===== src/verilog/cpuSmPkg.sv =====
// Shared widths, FIFO depth, product term indices and state encoding of the bus master
package cpuSmPkg;

    // FIFO geometry
    localparam int FIFO_DEPTH = 8;
    localparam int FIFO_PTR_W = $clog2(FIFO_DEPTH);

    // One bit per product term of the state decoder
    localparam int NUM_TERMS = 12;

    typedef logic [31:0] dataWord_t;
    typedef logic [31:0] busAddr_t;
    typedef logic [15:0] wordCount_t;
    // Holds 0 up to FIFO_DEPTH inclusive
    typedef logic [3:0] fifoLevel_t;
    typedef logic [NUM_TERMS-1:0] termVec_t;

    // Product term positions in e and nE
    localparam int T_IDLE    = 0;
    localparam int T_REQ     = 1;
    localparam int T_GRANT   = 2;
    localparam int T_RD_ADDR = 3;
    localparam int T_WR_ADDR = 4;
    localparam int T_RD_WAIT = 5;
    localparam int T_WR_WAIT = 6;
    localparam int T_RD_END  = 7;
    localparam int T_WR_END  = 8;
    localparam int T_RELEASE = 9;
    localparam int T_DONE    = 10;
    localparam int T_HOLD    = 11;

    // Bus master states
    typedef enum logic [3:0] {
        IDLE      = 4'd0,
        REQUEST   = 4'd1,
        GRANTWAIT = 4'd2,
        ADDR      = 4'd3,
        WAIT      = 4'd4,
        ENDCYC    = 4'd5,
        RELEASE   = 4'd6,
        DONE      = 4'd7
    } cpuState_e;

endpackage

===== src/verilog/cpuSmTermsIf.sv =====
// Term bundle from the bus master state machine to its registered output decoder
`timescale 1ns/1ps

interface cpuSmTermsIf import cpuSmPkg::*; ();

    // Current state, decoded directly for the grant wait
    cpuState_e state;

    // Product terms and their complement
    termVec_t e;
    termVec_t nE;

    // Synchronized asynchronous termination, both polarities
    logic dsack;
    logic nDsack;

    // Synchronous termination as sampled on the edge
    logic sterm;
    logic nSterm;

    // Latched direction, 1 moves memory to FIFO
    logic dirRead;

    modport sm (
        output state, e, nE, dsack, nDsack, sterm, nSterm, dirRead
    );

    modport dec (
        input state, e, nE, dsack, nDsack, sterm, nSterm, dirRead
    );

endinterface


===== src/verilog/sdmacCpuTop.sv =====
// CPU bus side of the DMA controller with FSM, output decoder, FIFO and address counter
`timescale 1ns/1ps

module sdmacCpuTop import cpuSmPkg::*; (
    input  logic       clk,
    input  logic       rstN,
    input  logic       start,
    input  logic       dirRead,
    input  busAddr_t   startAddr,
    input  wordCount_t startCount,
    input  logic       scsiPush,
    input  dataWord_t  scsiWrData,
    input  logic       scsiPop,
    output dataWord_t  scsiRdData,
    input  logic       bgN,
    input  logic       dsackN,
    input  logic       stermN,
    input  dataWord_t  rdData,
    output logic       breqN,
    output logic       bgackN,
    output logic       asN,
    output logic       dsN,
    output logic       rw,
    output busAddr_t   addr,
    output dataWord_t  wrData,
    output logic       done,
    output logic       fifoFull,
    output logic       fifoEmpty
);

    logic incFifo;
    logic decFifo;
    logic incAddr;
    logic wordsLeftZero;

    // Term bundle between FSM and decoder
    cpuSmTermsIf terms ();

    cpuSm cpuSm_inst (
        .clk           (clk),
        .rstN          (rstN),
        .start         (start),
        .dirRead       (dirRead),
        .wordsLeftZero (wordsLeftZero),
        .fifoFull      (fifoFull),
        .fifoEmpty     (fifoEmpty),
        .bgN           (bgN),
        .dsackN        (dsackN),
        .stermN        (stermN),
        .done          (done),
        .terms         (terms.sm)
    );

    cpuSmOutputs cpuSmOutputs_inst (
        .clk     (clk),
        .rstN    (rstN),
        .terms   (terms.dec),
        .asN     (asN),
        .dsN     (dsN),
        .rw      (rw),
        .breqN   (breqN),
        .bgackN  (bgackN),
        .incFifo (incFifo),
        .decFifo (decFifo),
        .incAddr (incAddr)
    );

    dmaFifo dmaFifo_inst (
        .clk        (clk),
        .rstN       (rstN),
        .scsiPush   (scsiPush),
        .scsiWrData (scsiWrData),
        .scsiPop    (scsiPop),
        .scsiRdData (scsiRdData),
        .incFifo    (incFifo),
        .decFifo    (decFifo),
        .busRdData  (rdData),
        .busWrData  (wrData),
        .fifoFull   (fifoFull),
        .fifoEmpty  (fifoEmpty)
    );

    addrCounter addrCounter_inst (
        .clk           (clk),
        .rstN          (rstN),
        .start         (start),
        .startAddr     (startAddr),
        .startCount    (startCount),
        .incAddr       (incAddr),
        .addr          (addr),
        .wordsLeftZero (wordsLeftZero)
    );

endmodule


===== src/verilog/addrCounter.sv =====
// Transfer address register and remaining word counter
`timescale 1ns/1ps

module addrCounter import cpuSmPkg::*; (
    input  logic       clk,
    input  logic       rstN,
    input  logic       start,
    input  busAddr_t   startAddr,
    input  wordCount_t startCount,
    input  logic       incAddr,
    output busAddr_t   addr,
    output logic       wordsLeftZero
);

    wordCount_t count;
    // Tracks the two cycles the FSM still needs after the last word
    logic [1:0] recentInc;
    logic load;

    assign wordsLeftZero = (count == '0);

    // A running transfer keeps the count nonzero, so starts are ignored then
    assign load = start & wordsLeftZero & ~(|recentInc);

    always_ff @(posedge clk or negedge rstN) begin
        if (!rstN) begin
            count     <= '0;
            recentInc <= '0;
        end else begin
            recentInc <= {recentInc[0], incAddr};
            if (load) begin
                count <= startCount;
            end else if (incAddr && !wordsLeftZero) begin
                count <= count - wordCount_t'(1);
            end
        end
    end

    // Full 32-bit words only, so step by four bytes
    always_ff @(posedge clk) begin
        if (load) begin
            addr <= startAddr;
        end else if (incAddr) begin
            addr <= addr + busAddr_t'(4);
        end
    end

endmodule


===== src/verilog/dmaFifo.sv =====
// Eight word circular FIFO between the SCSI side and the CPU bus, with bus read capture
`timescale 1ns/1ps

module dmaFifo import cpuSmPkg::*; (
    input  logic      clk,
    input  logic      rstN,
    input  logic      scsiPush,
    input  dataWord_t scsiWrData,
    input  logic      scsiPop,
    output dataWord_t scsiRdData,
    input  logic      incFifo,
    input  logic      decFifo,
    input  dataWord_t busRdData,
    output dataWord_t busWrData,
    output logic      fifoFull,
    output logic      fifoEmpty
);

    dataWord_t mem [FIFO_DEPTH];
    // Bus data as seen on the termination edge
    dataWord_t busCapture;
    dataWord_t pushData;
    logic [FIFO_PTR_W-1:0] wrPtr;
    logic [FIFO_PTR_W-1:0] rdPtr;
    fifoLevel_t level;
    logic pushEn;
    logic popEn;

    assign fifoFull  = (level == fifoLevel_t'(FIFO_DEPTH));
    assign fifoEmpty = (level == '0);

    // Push into full and pop from empty are dropped
    assign pushEn   = (scsiPush | incFifo) & ~fifoFull;
    assign popEn    = (scsiPop | decFifo) & ~fifoEmpty;
    assign pushData = incFifo ? busCapture : scsiWrData;

    // Head word feeds both sides
    assign scsiRdData = mem[rdPtr];
    assign busWrData  = mem[rdPtr];

    always_ff @(posedge clk) begin
        busCapture <= busRdData;
        if (pushEn) begin
            mem[wrPtr] <= pushData;
        end
    end

    always_ff @(posedge clk or negedge rstN) begin
        if (!rstN) begin
            wrPtr <= '0;
            rdPtr <= '0;
            level <= '0;
        end else begin
            if (pushEn) begin
                wrPtr <= wrPtr + 1'b1;
            end
            if (popEn) begin
                rdPtr <= rdPtr + 1'b1;
            end
            // Simultaneous push and pop keep the level
            case ({pushEn, popEn})
                2'b10:   level <= level + fifoLevel_t'(1);
                2'b01:   level <= level - fifoLevel_t'(1);
                default: level <= level;
            endcase
        end
    end

endmodule


===== src/verilog/cpuSmOutputs.sv =====
// Registered decoder from product terms and termination to bus, FIFO and arbitration strobes
`timescale 1ns/1ps

module cpuSmOutputs import cpuSmPkg::*; (
    input  logic clk,
    input  logic rstN,
    cpuSmTermsIf.dec terms,
    output logic asN,
    output logic dsN,
    output logic rw,
    output logic breqN,
    output logic bgackN,
    output logic incFifo,
    output logic decFifo,
    output logic incAddr
);

    logic nextAsN;
    logic nextDsN;
    logic nextRw;
    logic nextBreqN;
    logic nextBgackN;
    logic nextIncFifo;
    logic nextDecFifo;
    logic nextIncAddr;
    logic dsackEnd;
    logic incFifoX;
    logic incFifoY;
    logic decFifoX;
    logic decFifoY;
    logic grantPending;

    // Address strobe through address phase, hold and wait
    assign nextAsN = terms.nE[T_RD_ADDR] & terms.nE[T_WR_ADDR] & terms.nE[T_HOLD]
                   & terms.nE[T_RD_WAIT] & terms.nE[T_WR_WAIT];

    // Data strobe one cycle behind asN
    assign nextDsN = terms.nE[T_RD_WAIT] & terms.nE[T_WR_WAIT];

    // Write keeps rw low across the idle cycle of back-to-back writes
    assign nextRw = terms.nE[T_WR_ADDR] & terms.nE[T_WR_WAIT] & terms.nE[T_WR_END]
                  & ~(terms.e[T_HOLD] & ~terms.dirRead);

    // Request held until the grant edge
    assign grantPending = (terms.state == GRANTWAIT) & terms.nE[T_GRANT];
    assign nextBreqN    = terms.nE[T_REQ] & ~grantPending;

    // Bus owned from grant through the last ENDCYC
    assign nextBgackN = terms.nE[T_GRANT]
                      & terms.nE[T_RD_ADDR] & terms.nE[T_WR_ADDR] & terms.nE[T_HOLD]
                      & terms.nE[T_RD_WAIT] & terms.nE[T_WR_WAIT]
                      & terms.nE[T_RD_END] & terms.nE[T_WR_END];

    // sterm takes priority, dsack only counts without it
    assign dsackEnd = terms.dsack & terms.nSterm;

    // Read path, word written into FIFO from the bus capture
    assign incFifoX    = terms.e[T_RD_WAIT] & terms.sterm;
    assign incFifoY    = terms.e[T_RD_WAIT] & dsackEnd;
    assign nextIncFifo = incFifoX | incFifoY;

    // Write path, head word popped once the slave took it
    assign decFifoX    = terms.e[T_WR_WAIT] & terms.sterm;
    assign decFifoY    = terms.e[T_WR_WAIT] & dsackEnd;
    assign nextDecFifo = decFifoX | decFifoY;

    // Any terminated wait advances address and count
    assign nextIncAddr = (terms.e[T_RD_WAIT] | terms.e[T_WR_WAIT])
                       & ~(terms.nSterm & terms.nDsack);

    // All pins registered so the bus sees clean edges
    always_ff @(posedge clk or negedge rstN) begin
        if (!rstN) begin
            asN     <= 1'b1;
            dsN     <= 1'b1;
            rw      <= 1'b1;
            breqN   <= 1'b1;
            bgackN  <= 1'b1;
            incFifo <= 1'b0;
            decFifo <= 1'b0;
            incAddr <= 1'b0;
        end else begin
            asN     <= nextAsN;
            dsN     <= nextDsN;
            rw      <= nextRw;
            breqN   <= nextBreqN;
            bgackN  <= nextBgackN;
            incFifo <= nextIncFifo;
            decFifo <= nextDecFifo;
            incAddr <= nextIncAddr;
        end
    end

endmodule


===== src/verilog/cpuSm.sv =====
// Bus master FSM with dsack synchronizer, direction latch and product term expansion
`timescale 1ns/1ps

module cpuSm import cpuSmPkg::*; (
    input  logic clk,
    input  logic rstN,
    input  logic start,
    input  logic dirRead,
    input  logic wordsLeftZero,
    input  logic fifoFull,
    input  logic fifoEmpty,
    input  logic bgN,
    input  logic dsackN,
    input  logic stermN,
    output logic done,
    cpuSmTermsIf.sm terms
);

    cpuState_e state;
    cpuState_e stateNext;
    logic [1:0] dsackSync;
    logic dirReg;
    logic prevEnd;
    logic dsack;
    logic sterm;
    logic termSeen;
    logic fifoOk;
    logic go;
    termVec_t e;

    // Two flop synchronizer, held negated outside WAIT
    // so a slow dsackN release never ends the next cycle early
    always_ff @(posedge clk or negedge rstN) begin
        if (!rstN) begin
            dsackSync <= 2'b11;
        end else if (state != WAIT) begin
            dsackSync <= 2'b11;
        end else begin
            dsackSync <= {dsackSync[0], dsackN};
        end
    end

    assign dsack    = ~dsackSync[1];
    // stermN is sampled straight on the edge
    assign sterm    = ~stermN;
    assign termSeen = sterm | dsack;

    // Reads need room, writes need a word
    assign fifoOk = dirReg ? ~fifoFull : ~fifoEmpty;
    assign go     = ~wordsLeftZero & fifoOk;

    always_ff @(posedge clk or negedge rstN) begin
        if (!rstN) begin
            state   <= IDLE;
            dirReg  <= 1'b1;
            prevEnd <= 1'b0;
            done    <= 1'b0;
        end else begin
            state   <= stateNext;
            prevEnd <= (state == ENDCYC);
            done    <= e[T_DONE];
            // Direction only taken when a transfer is accepted
            if ((state == IDLE) && start) begin
                dirReg <= dirRead;
            end
        end
    end

    always_comb begin
        stateNext = state;
        case (state)
            IDLE: begin
                if (start) begin
                    stateNext = REQUEST;
                end
            end
            REQUEST: begin
                if (wordsLeftZero) begin
                    stateNext = DONE;
                end else if (fifoOk) begin
                    stateNext = GRANTWAIT;
                end
            end
            GRANTWAIT: begin
                if (!bgN) begin
                    stateNext = ADDR;
                end
            end
            ADDR: begin
                if (go) begin
                    stateNext = WAIT;
                end else if (wordsLeftZero) begin
                    stateNext = DONE;
                end else begin
                    stateNext = RELEASE;
                end
            end
            WAIT: begin
                if (termSeen) begin
                    stateNext = ENDCYC;
                end
            end
            ENDCYC:  stateNext = ADDR;
            RELEASE: stateNext = REQUEST;
            DONE:    stateNext = IDLE;
            default: stateNext = IDLE;
        endcase
    end

    // One product term per decoded condition, mutually exclusive
    always_comb begin
        e = '0;
        e[T_IDLE]    = (state == IDLE) & ~start;
        e[T_REQ]     = ((state == IDLE) & start) | ((state == REQUEST) & go);
        e[T_GRANT]   = (state == GRANTWAIT) & ~bgN;
        // First cycle after grant
        e[T_RD_ADDR] = (state == ADDR) & go & ~prevEnd & dirReg;
        e[T_WR_ADDR] = (state == ADDR) & go & ~prevEnd & ~dirReg;
        // Idle cycle between back-to-back cycles
        e[T_HOLD]    = (state == ADDR) & go & prevEnd;
        e[T_RD_WAIT] = (state == WAIT) & dirReg;
        e[T_WR_WAIT] = (state == WAIT) & ~dirReg;
        e[T_RD_END]  = (state == ENDCYC) & dirReg;
        e[T_WR_END]  = (state == ENDCYC) & ~dirReg;
        e[T_RELEASE] = (state == ADDR) & ~wordsLeftZero & ~fifoOk;
        e[T_DONE]    = ((state == ADDR) | (state == REQUEST)) & wordsLeftZero;
    end

    assign terms.state   = state;
    assign terms.e       = e;
    assign terms.nE      = ~e;
    assign terms.dsack   = dsack;
    assign terms.nDsack  = ~dsack;
    assign terms.sterm   = sterm;
    assign terms.nSterm  = stermN;
    assign terms.dirRead = dirReg;

endmodule


===== config.mk =====
export PLATFORM = sky130hd
export DESIGN_NAME = sdmacCpuTop
export DESIGN_NICKNAME = d
export VERILOG_FILES = /design/src/verilog/cpuSmPkg.sv /design/src/verilog/cpuSmTermsIf.sv /design/src/verilog/sdmacCpuTop.sv /design/src/verilog/addrCounter.sv /design/src/verilog/dmaFifo.sv /design/src/verilog/cpuSmOutputs.sv /design/src/verilog/cpuSm.sv
export SDC_FILE = /design/constraint.sdc
export NUM_CORES = 1
export LEC_CHECK = 0
export BUFFER_PORTS_ARGS = -buffer_cell sky130_fd_sc_hd__clkbuf_2
export CORE_UTILIZATION = 40
export DETAILED_ROUTE_END_ITERATION = 12
export PLACE_DENSITY = 0.7
export REMOVE_ABC_BUFFERS = 1
export SYNTH_ARGS = -nofsm -noshare
export SYNTH_HDL_FRONTEND = slang
export SYNTH_SLANG_ARGS = --single-unit

===== constraint.sdc =====
create_clock -name clk -period 5.64 [get_ports clk]
set_clock_uncertainty 0.15 [all_clocks]
set_input_delay 1.128 -clock clk [delete_from_list [all_inputs] [get_ports clk]]
set_output_delay 1.128 -clock clk [all_outputs]
set_load 0.005 [all_outputs]

==> impl_results.rst <==
.. list-table::
   :header-rows: 1

   * - Metric
     - Value
   * - Slowest cell on crit path
     - sky130_fd_sc_hd__dfrtp_4
   * - Crit-path max cell delay
     - roughly 0.97 ns
   * - Cts-stage hold buffer count
     - 0
   * - Filler Cells Inserted
     - between 3,000 and 4,000
   * - Arithmetic-cell share of the synthesized area counting full adders, half adders and majority gates
     - less than 1%
   * - Count of inserted antenna diode cells
     - 0
   * - Critical path class
     - flip-flop to primary output
   * - Global router's overall resource usage
     - between 10% and 20%
   * - Hold Path Depth
     - 0
   * - Gate Count Post-Synth
     - 875
   * - Synthesized cell area
     - 14,900 µm²
   * - Power density normalized to cell area
     - around 480 nW/µm²
   * - Sort of element at the end of the critical path
     - primary output
   * - Via count
     - between 8,000 and 9,000
   * - Remaining number of nets flagged by the antenna check after routing
     - 0
   * - Async set-reset flop share out of synthesis
     - 11.8%
   * - Port Buffers
     - 224
   * - Outcome
     - finished, final reports clean
   * - Critical path depth in cells
     - 4
   * - Die height
     - between 150 and 200 µm
   * - Total Routed Length
     - 31.3 mm
   * - Shortest clock period the worst path allows after layout
     - ~4.2 ns
   * - Dominant delay contributor by cell family on the critical path
     - flip-flops
   * - Multiplexer area fraction after synthesis
     - 14.9%
   * - NetSw
     - ~0.0024 W
   * - Combinational cell fraction of total power
     - roughly 25%
   * - Most frequent cells in the layout
     - 288 x sky130_fd_sc_hd__edfxtp_1, 224 x sky130_fd_sc_hd__clkbuf_2, 67 x sky130_fd_sc_hd__mux2_2, 64 x sky130_fd_sc_hd__mux4_2, 45 x sky130_fd_sc_hd__nand2_1
   * - Max Cap Viol
     - 0
   * - Area of the core
     - between 30,000 and 40,000 µm²
   * - Fraction of the mapped netlist area in compound gates
     - around 2.5%
   * - Ratio of routed vias to standard cells
     - 5.27
   * - Number of top-level design ports
     - around 230
   * - Critical path buffer and inverter count
     - 2
   * - Synth Area per Inst
     - roughly 17 µm²
   * - Total clock sinks
     - between 300 and 400
   * - Number of DRC markers after the initial detailed-route iteration
     - between 400 and 500
   * - Root buffer selected by CTS
     - sky130_fd_sc_hd__clkbuf_16
   * - Chip width
     - 195 µm
   * - TritonCTS clock tree
     - done
   * - Standard-cell row count
     - 70
   * - Fraction of layout instances using a drive strength above 1
     - about two fifths
   * - Startpoint types
     - flip-flop
   * - Dominant combinational cell family by area after synthesis
     - multiplexers
   * - Setup fix buffers added after clock tree synthesis
     - 0
   * - Most common cell after layout, fill and taps aside
     - sky130_fd_sc_hd__edfxtp_1
   * - Residual DRC
     - 0
   * - Leakage power summed over all cells
     - between 6 and 7 nW
   * - Sw frac
     - between 20% and 30%
   * - CP arrival
     - 2.95 ns
   * - Total iterations of the first detailed-routing run
     - 4
   * - Depth of the worst register-to-register path
     - 7
   * - Netlist cell types
     - between 50 and 60
   * - Wire per inst
     - between 15 and 20 µm
   * - Predominant post-synthesis flop cell
     - sky130_fd_sc_hd__edfxtp_1
   * - Via count of the first global-routing pass
     - roughly 8,500
   * - HPWL after DPL
     - 19.1 mm
   * - Clock-pin slew on the worst setup and hold paths
     - 0.06 ns
   * - Sequential fraction of the synthesis area
     - between 60 and 70%
   * - Area growth from synthesis to layout
     - 18.6%
   * - Max-Slew Margin vs Limit
     - approximately 32%
   * - RSZ-0062 raised after global routing
     - false
   * - Die Footprint
     - between 30,000 and 40,000 µm²
   * - Wire length of the first global-routing pass
     - 48.7 mm
   * - Power Internal
     - ~0.006 W
   * - Maximum resistive drop on vdd
     - between 0.2 and 0.3 mV
   * - Initial core utilization
     - roughly 41%
   * - Total clock buffers created by CTS
     - 40
   * - Sequential fraction of design power
     - roughly 45%
   * - Type of the worst min-delay path
     - flip-flop to flip-flop
   * - Endpoints failing hold
     - 0
   * - # H-tree levels
     - 2
   * - Number of flops mapped to enable cells by yosys
     - ~290
   * - F_max
     - 0.237 GHz
   * - Deepest clock path buffer count
     - 3
   * - Fraction of the mapped netlist area in simple logic gates
     - roughly 6.7%
   * - Number of endpoints failing setup at the final stage
     - 0
   * - Final critical-path share of the clock period
     - 75.0%
   * - Remaining global-route overflow
     - 0
   * - Number of gates given a new drive strength after cts
     - 0
   * - Number of nets in the layout
     - approximately 1,200
   * - Number of slew-limit violations in the final report
     - 0
   * - Number of antenna violations at the first check in global routing
     - 1
   * - Crit path max fanout
     - 41
   * - Number of synthesized register bits
     - between 300 and 400
   * - Placer congestion estimate
     - approximately 0.87
   * - Clk network pwr share
     - 30.3%
   * - Cells traversed along the worst timing path
     - buf_4 > mux4_2 > mux2_2 > clkbuf_2
   * - YS warnings
     - 0
   * - End-of-flow core utilization
     - between 40 and 50%
   * - Maximum number of pins on one net before global-route repair
     - 67
   * - Required time at the endpoint of the critical path
     - 4.36 ns
   * - Xor and xnor fraction of the mapped netlist area
     - 2.59%
   * - Skew-Pair Late Insertion Delay
     - between 0.5 and 0.6 ns
   * - Post-layout power
     - approximately 0.0085 W
   * - Final sum of negative setup slack
     - 0 ns
   * - Actual transition at the worst max-transition pin
     - between 1 and 1.5 ns
==> per-layer routing <==
metal | up-vias | global-route usage, % | wire [µm]
met3 | 51 | 3.49 | 1860
met5 | - | 0 | 14
li1 | 3778 | - | -
met1 | 4236 | 22.3 | 13500
met4 | 2 | 4.78 | 660
met2 | 286 | 27.8 | 15300
==> cells by family (layout without fill, tap and decap cells) <==
group / Yosys count / after routing
adders and majority gates: 9 / 9
AOI/OAI and AO/OA: 63 / 63
muxes: 134 / 134
DFF: 363 / 363
xor gates and xnor gates: 44 / 44
and+or+nand+nor: 188 / 188
buffers and inverters: 74 / 317
==> area by class of cell <==
cell class,instances,area (µm²),area share [%]
Inverter,8,30.0,0.170
Timing Repair Buffer,236,1210,6.86
Clock buffer,55,1090,6.16
Multi-Input combinational cell,438,4150,23.5
Sequential cell,363,10400,58.8
Clock inverter,18,211,1.20
Tap cell,468,586,3.31
==> flip-flops by register name, indices dropped and copies added (netlist names) <==
name                        count
cpuSmOutputs_inst.rw            1
cpuSmOutputs_inst.bgackN        1
dmaFifo_inst.wrPtr              3
cpuSmOutputs_inst.asN           1
cpuSmOutputs_inst.dsN           1
cpuSmOutputs_inst.incAddr       1
cpuSmOutputs_inst.breqN         1
cpuSm_inst.done                 1
dmaFifo_inst.mem              256
addrCounter_inst.recentInc      2
dmaFifo_inst.rdPtr              3
dmaFifo_inst.busCapture        32
cpuSm_inst.dsackSync            2
addrCounter_inst.addr          32
cpuSmOutputs_inst.decFifo       1
cpuSmOutputs_inst.incFifo       1
cpuSm_inst.terms.state          3
addrCounter_inst.count         16
cpuSm_inst.terms.dirRead        1
dmaFifo_inst.level              4
==> path summary, 6_finish.rpt <==
kind	from	end	slack (ns)
max	dmaFifo_inst.rdPtr[0]$_DFFE_PN0P_	scsiRdData[11]	1.41
min	addrCounter_inst.recentInc[0]$_DFF_PN0_	addrCounter_inst.recentInc[1]$_DFF_PN0_	0.25
max reg2reg	addrCounter_inst.count[0]$_DFFE_PN0P_	addrCounter_inst.addr[6]$_DFFE_PN_	2.14
min reg2reg	addrCounter_inst.recentInc[0]$_DFF_PN0_	addrCounter_inst.recentInc[1]$_DFF_PN0_	0.25
max in group asynchronous	rstN	dmaFifo_inst.rdPtr[0]$_DFFE_PN0P_	4.41
min in group asynchronous	rstN	addrCounter_inst.recentInc[0]$_DFF_PN0_	0.51
==> metrics by stage <==
stage	hold slack, ns	worst slack [ns]	area, µm²	cells
2_1_floorplan	0.224	0.815	14500	809
3_3_place_gp	0.234	1.96	16400	1513
3_5_place_dp	0.242	1.91	16400	1513
4_1_cts	0.249	1.35	17700	1586
5_1_grt	0.257	1.21	17700	1586
6_report	0.249	1.41	17700	1586
==> Yosys cell counts (5+ instances only) <==
master	n	area, µm²
sky130_fd_sc_hd__and3_1	8	50.1
sky130_fd_sc_hd__nor2_1	48	180
sky130_fd_sc_hd__edfxtp_1	288	8650
sky130_fd_sc_hd__nor2b_1	5	31.3
sky130_fd_sc_hd__buf_4	33	248
sky130_fd_sc_hd__xnor2_1	14	123
sky130_fd_sc_hd__mux4_2	64	1440
sky130_fd_sc_hd__mux2_2	67	754
sky130_fd_sc_hd__clkbuf_1	24	90.1
sky130_fd_sc_hd__dfxtp_1	32	641
sky130_fd_sc_hd__nand2_1	45	169
sky130_fd_sc_hd__ha_1	8	100
sky130_fd_sc_hd__nor3_1	8	40.0
sky130_fd_sc_hd__nand3_1	19	95.1
sky130_fd_sc_hd__dfrtp_1	35	876
sky130_fd_sc_hd__nand2b_1	7	43.8
sky130_fd_sc_hd__o21ai_0	16	80.1
sky130_fd_sc_hd__buf_2	6	30.0
sky130_fd_sc_hd__inv_1	8	30.0
sky130_fd_sc_hd__xor2_1	30	263
sky130_fd_sc_hd__nand4_1	12	75.1
sky130_fd_sc_hd__a21oi_1	29	145
sky130_fd_sc_hd__and2_1	8	50.1
sky130_fd_sc_hd__dfstp_2	8	210
==> power groups by stage <==
| stage | registers, W | clock network, W | logic (W) |
|---|---|---|---|
| 2_1_floorplan | 0.00373 | 0 | 0.00134 |
| 5_1_grt | 0.00385 | 0.00273 | 0.00233 |
| 4_1_cts | 0.00380 | 0.00263 | 0.00218 |
| 3_3_place_gp | 0.00383 | 0 | 0.00215 |
| 3_5_place_dp | 0.00385 | 0 | 0.00217 |
| 6_report | 0.00378 | 0.00257 | 0.00213 |
==> worst register-to-register path, cell delays in order, from the launching register on <==
cell and delay [ns]:
sky130_fd_sc_hd__dfrtp_1 0.40, sky130_fd_sc_hd__inv_1 0.13, sky130_fd_sc_hd__ha_1 0.22, sky130_fd_sc_hd__or4b_1 0.59, sky130_fd_sc_hd__nor4_4 0.43, sky130_fd_sc_hd__nand2_2 0.57
sky130_fd_sc_hd__nand2b_1 0.24, sky130_fd_sc_hd__buf_4 0.40
No activity file was read; power rests on OpenSTA's default activity.
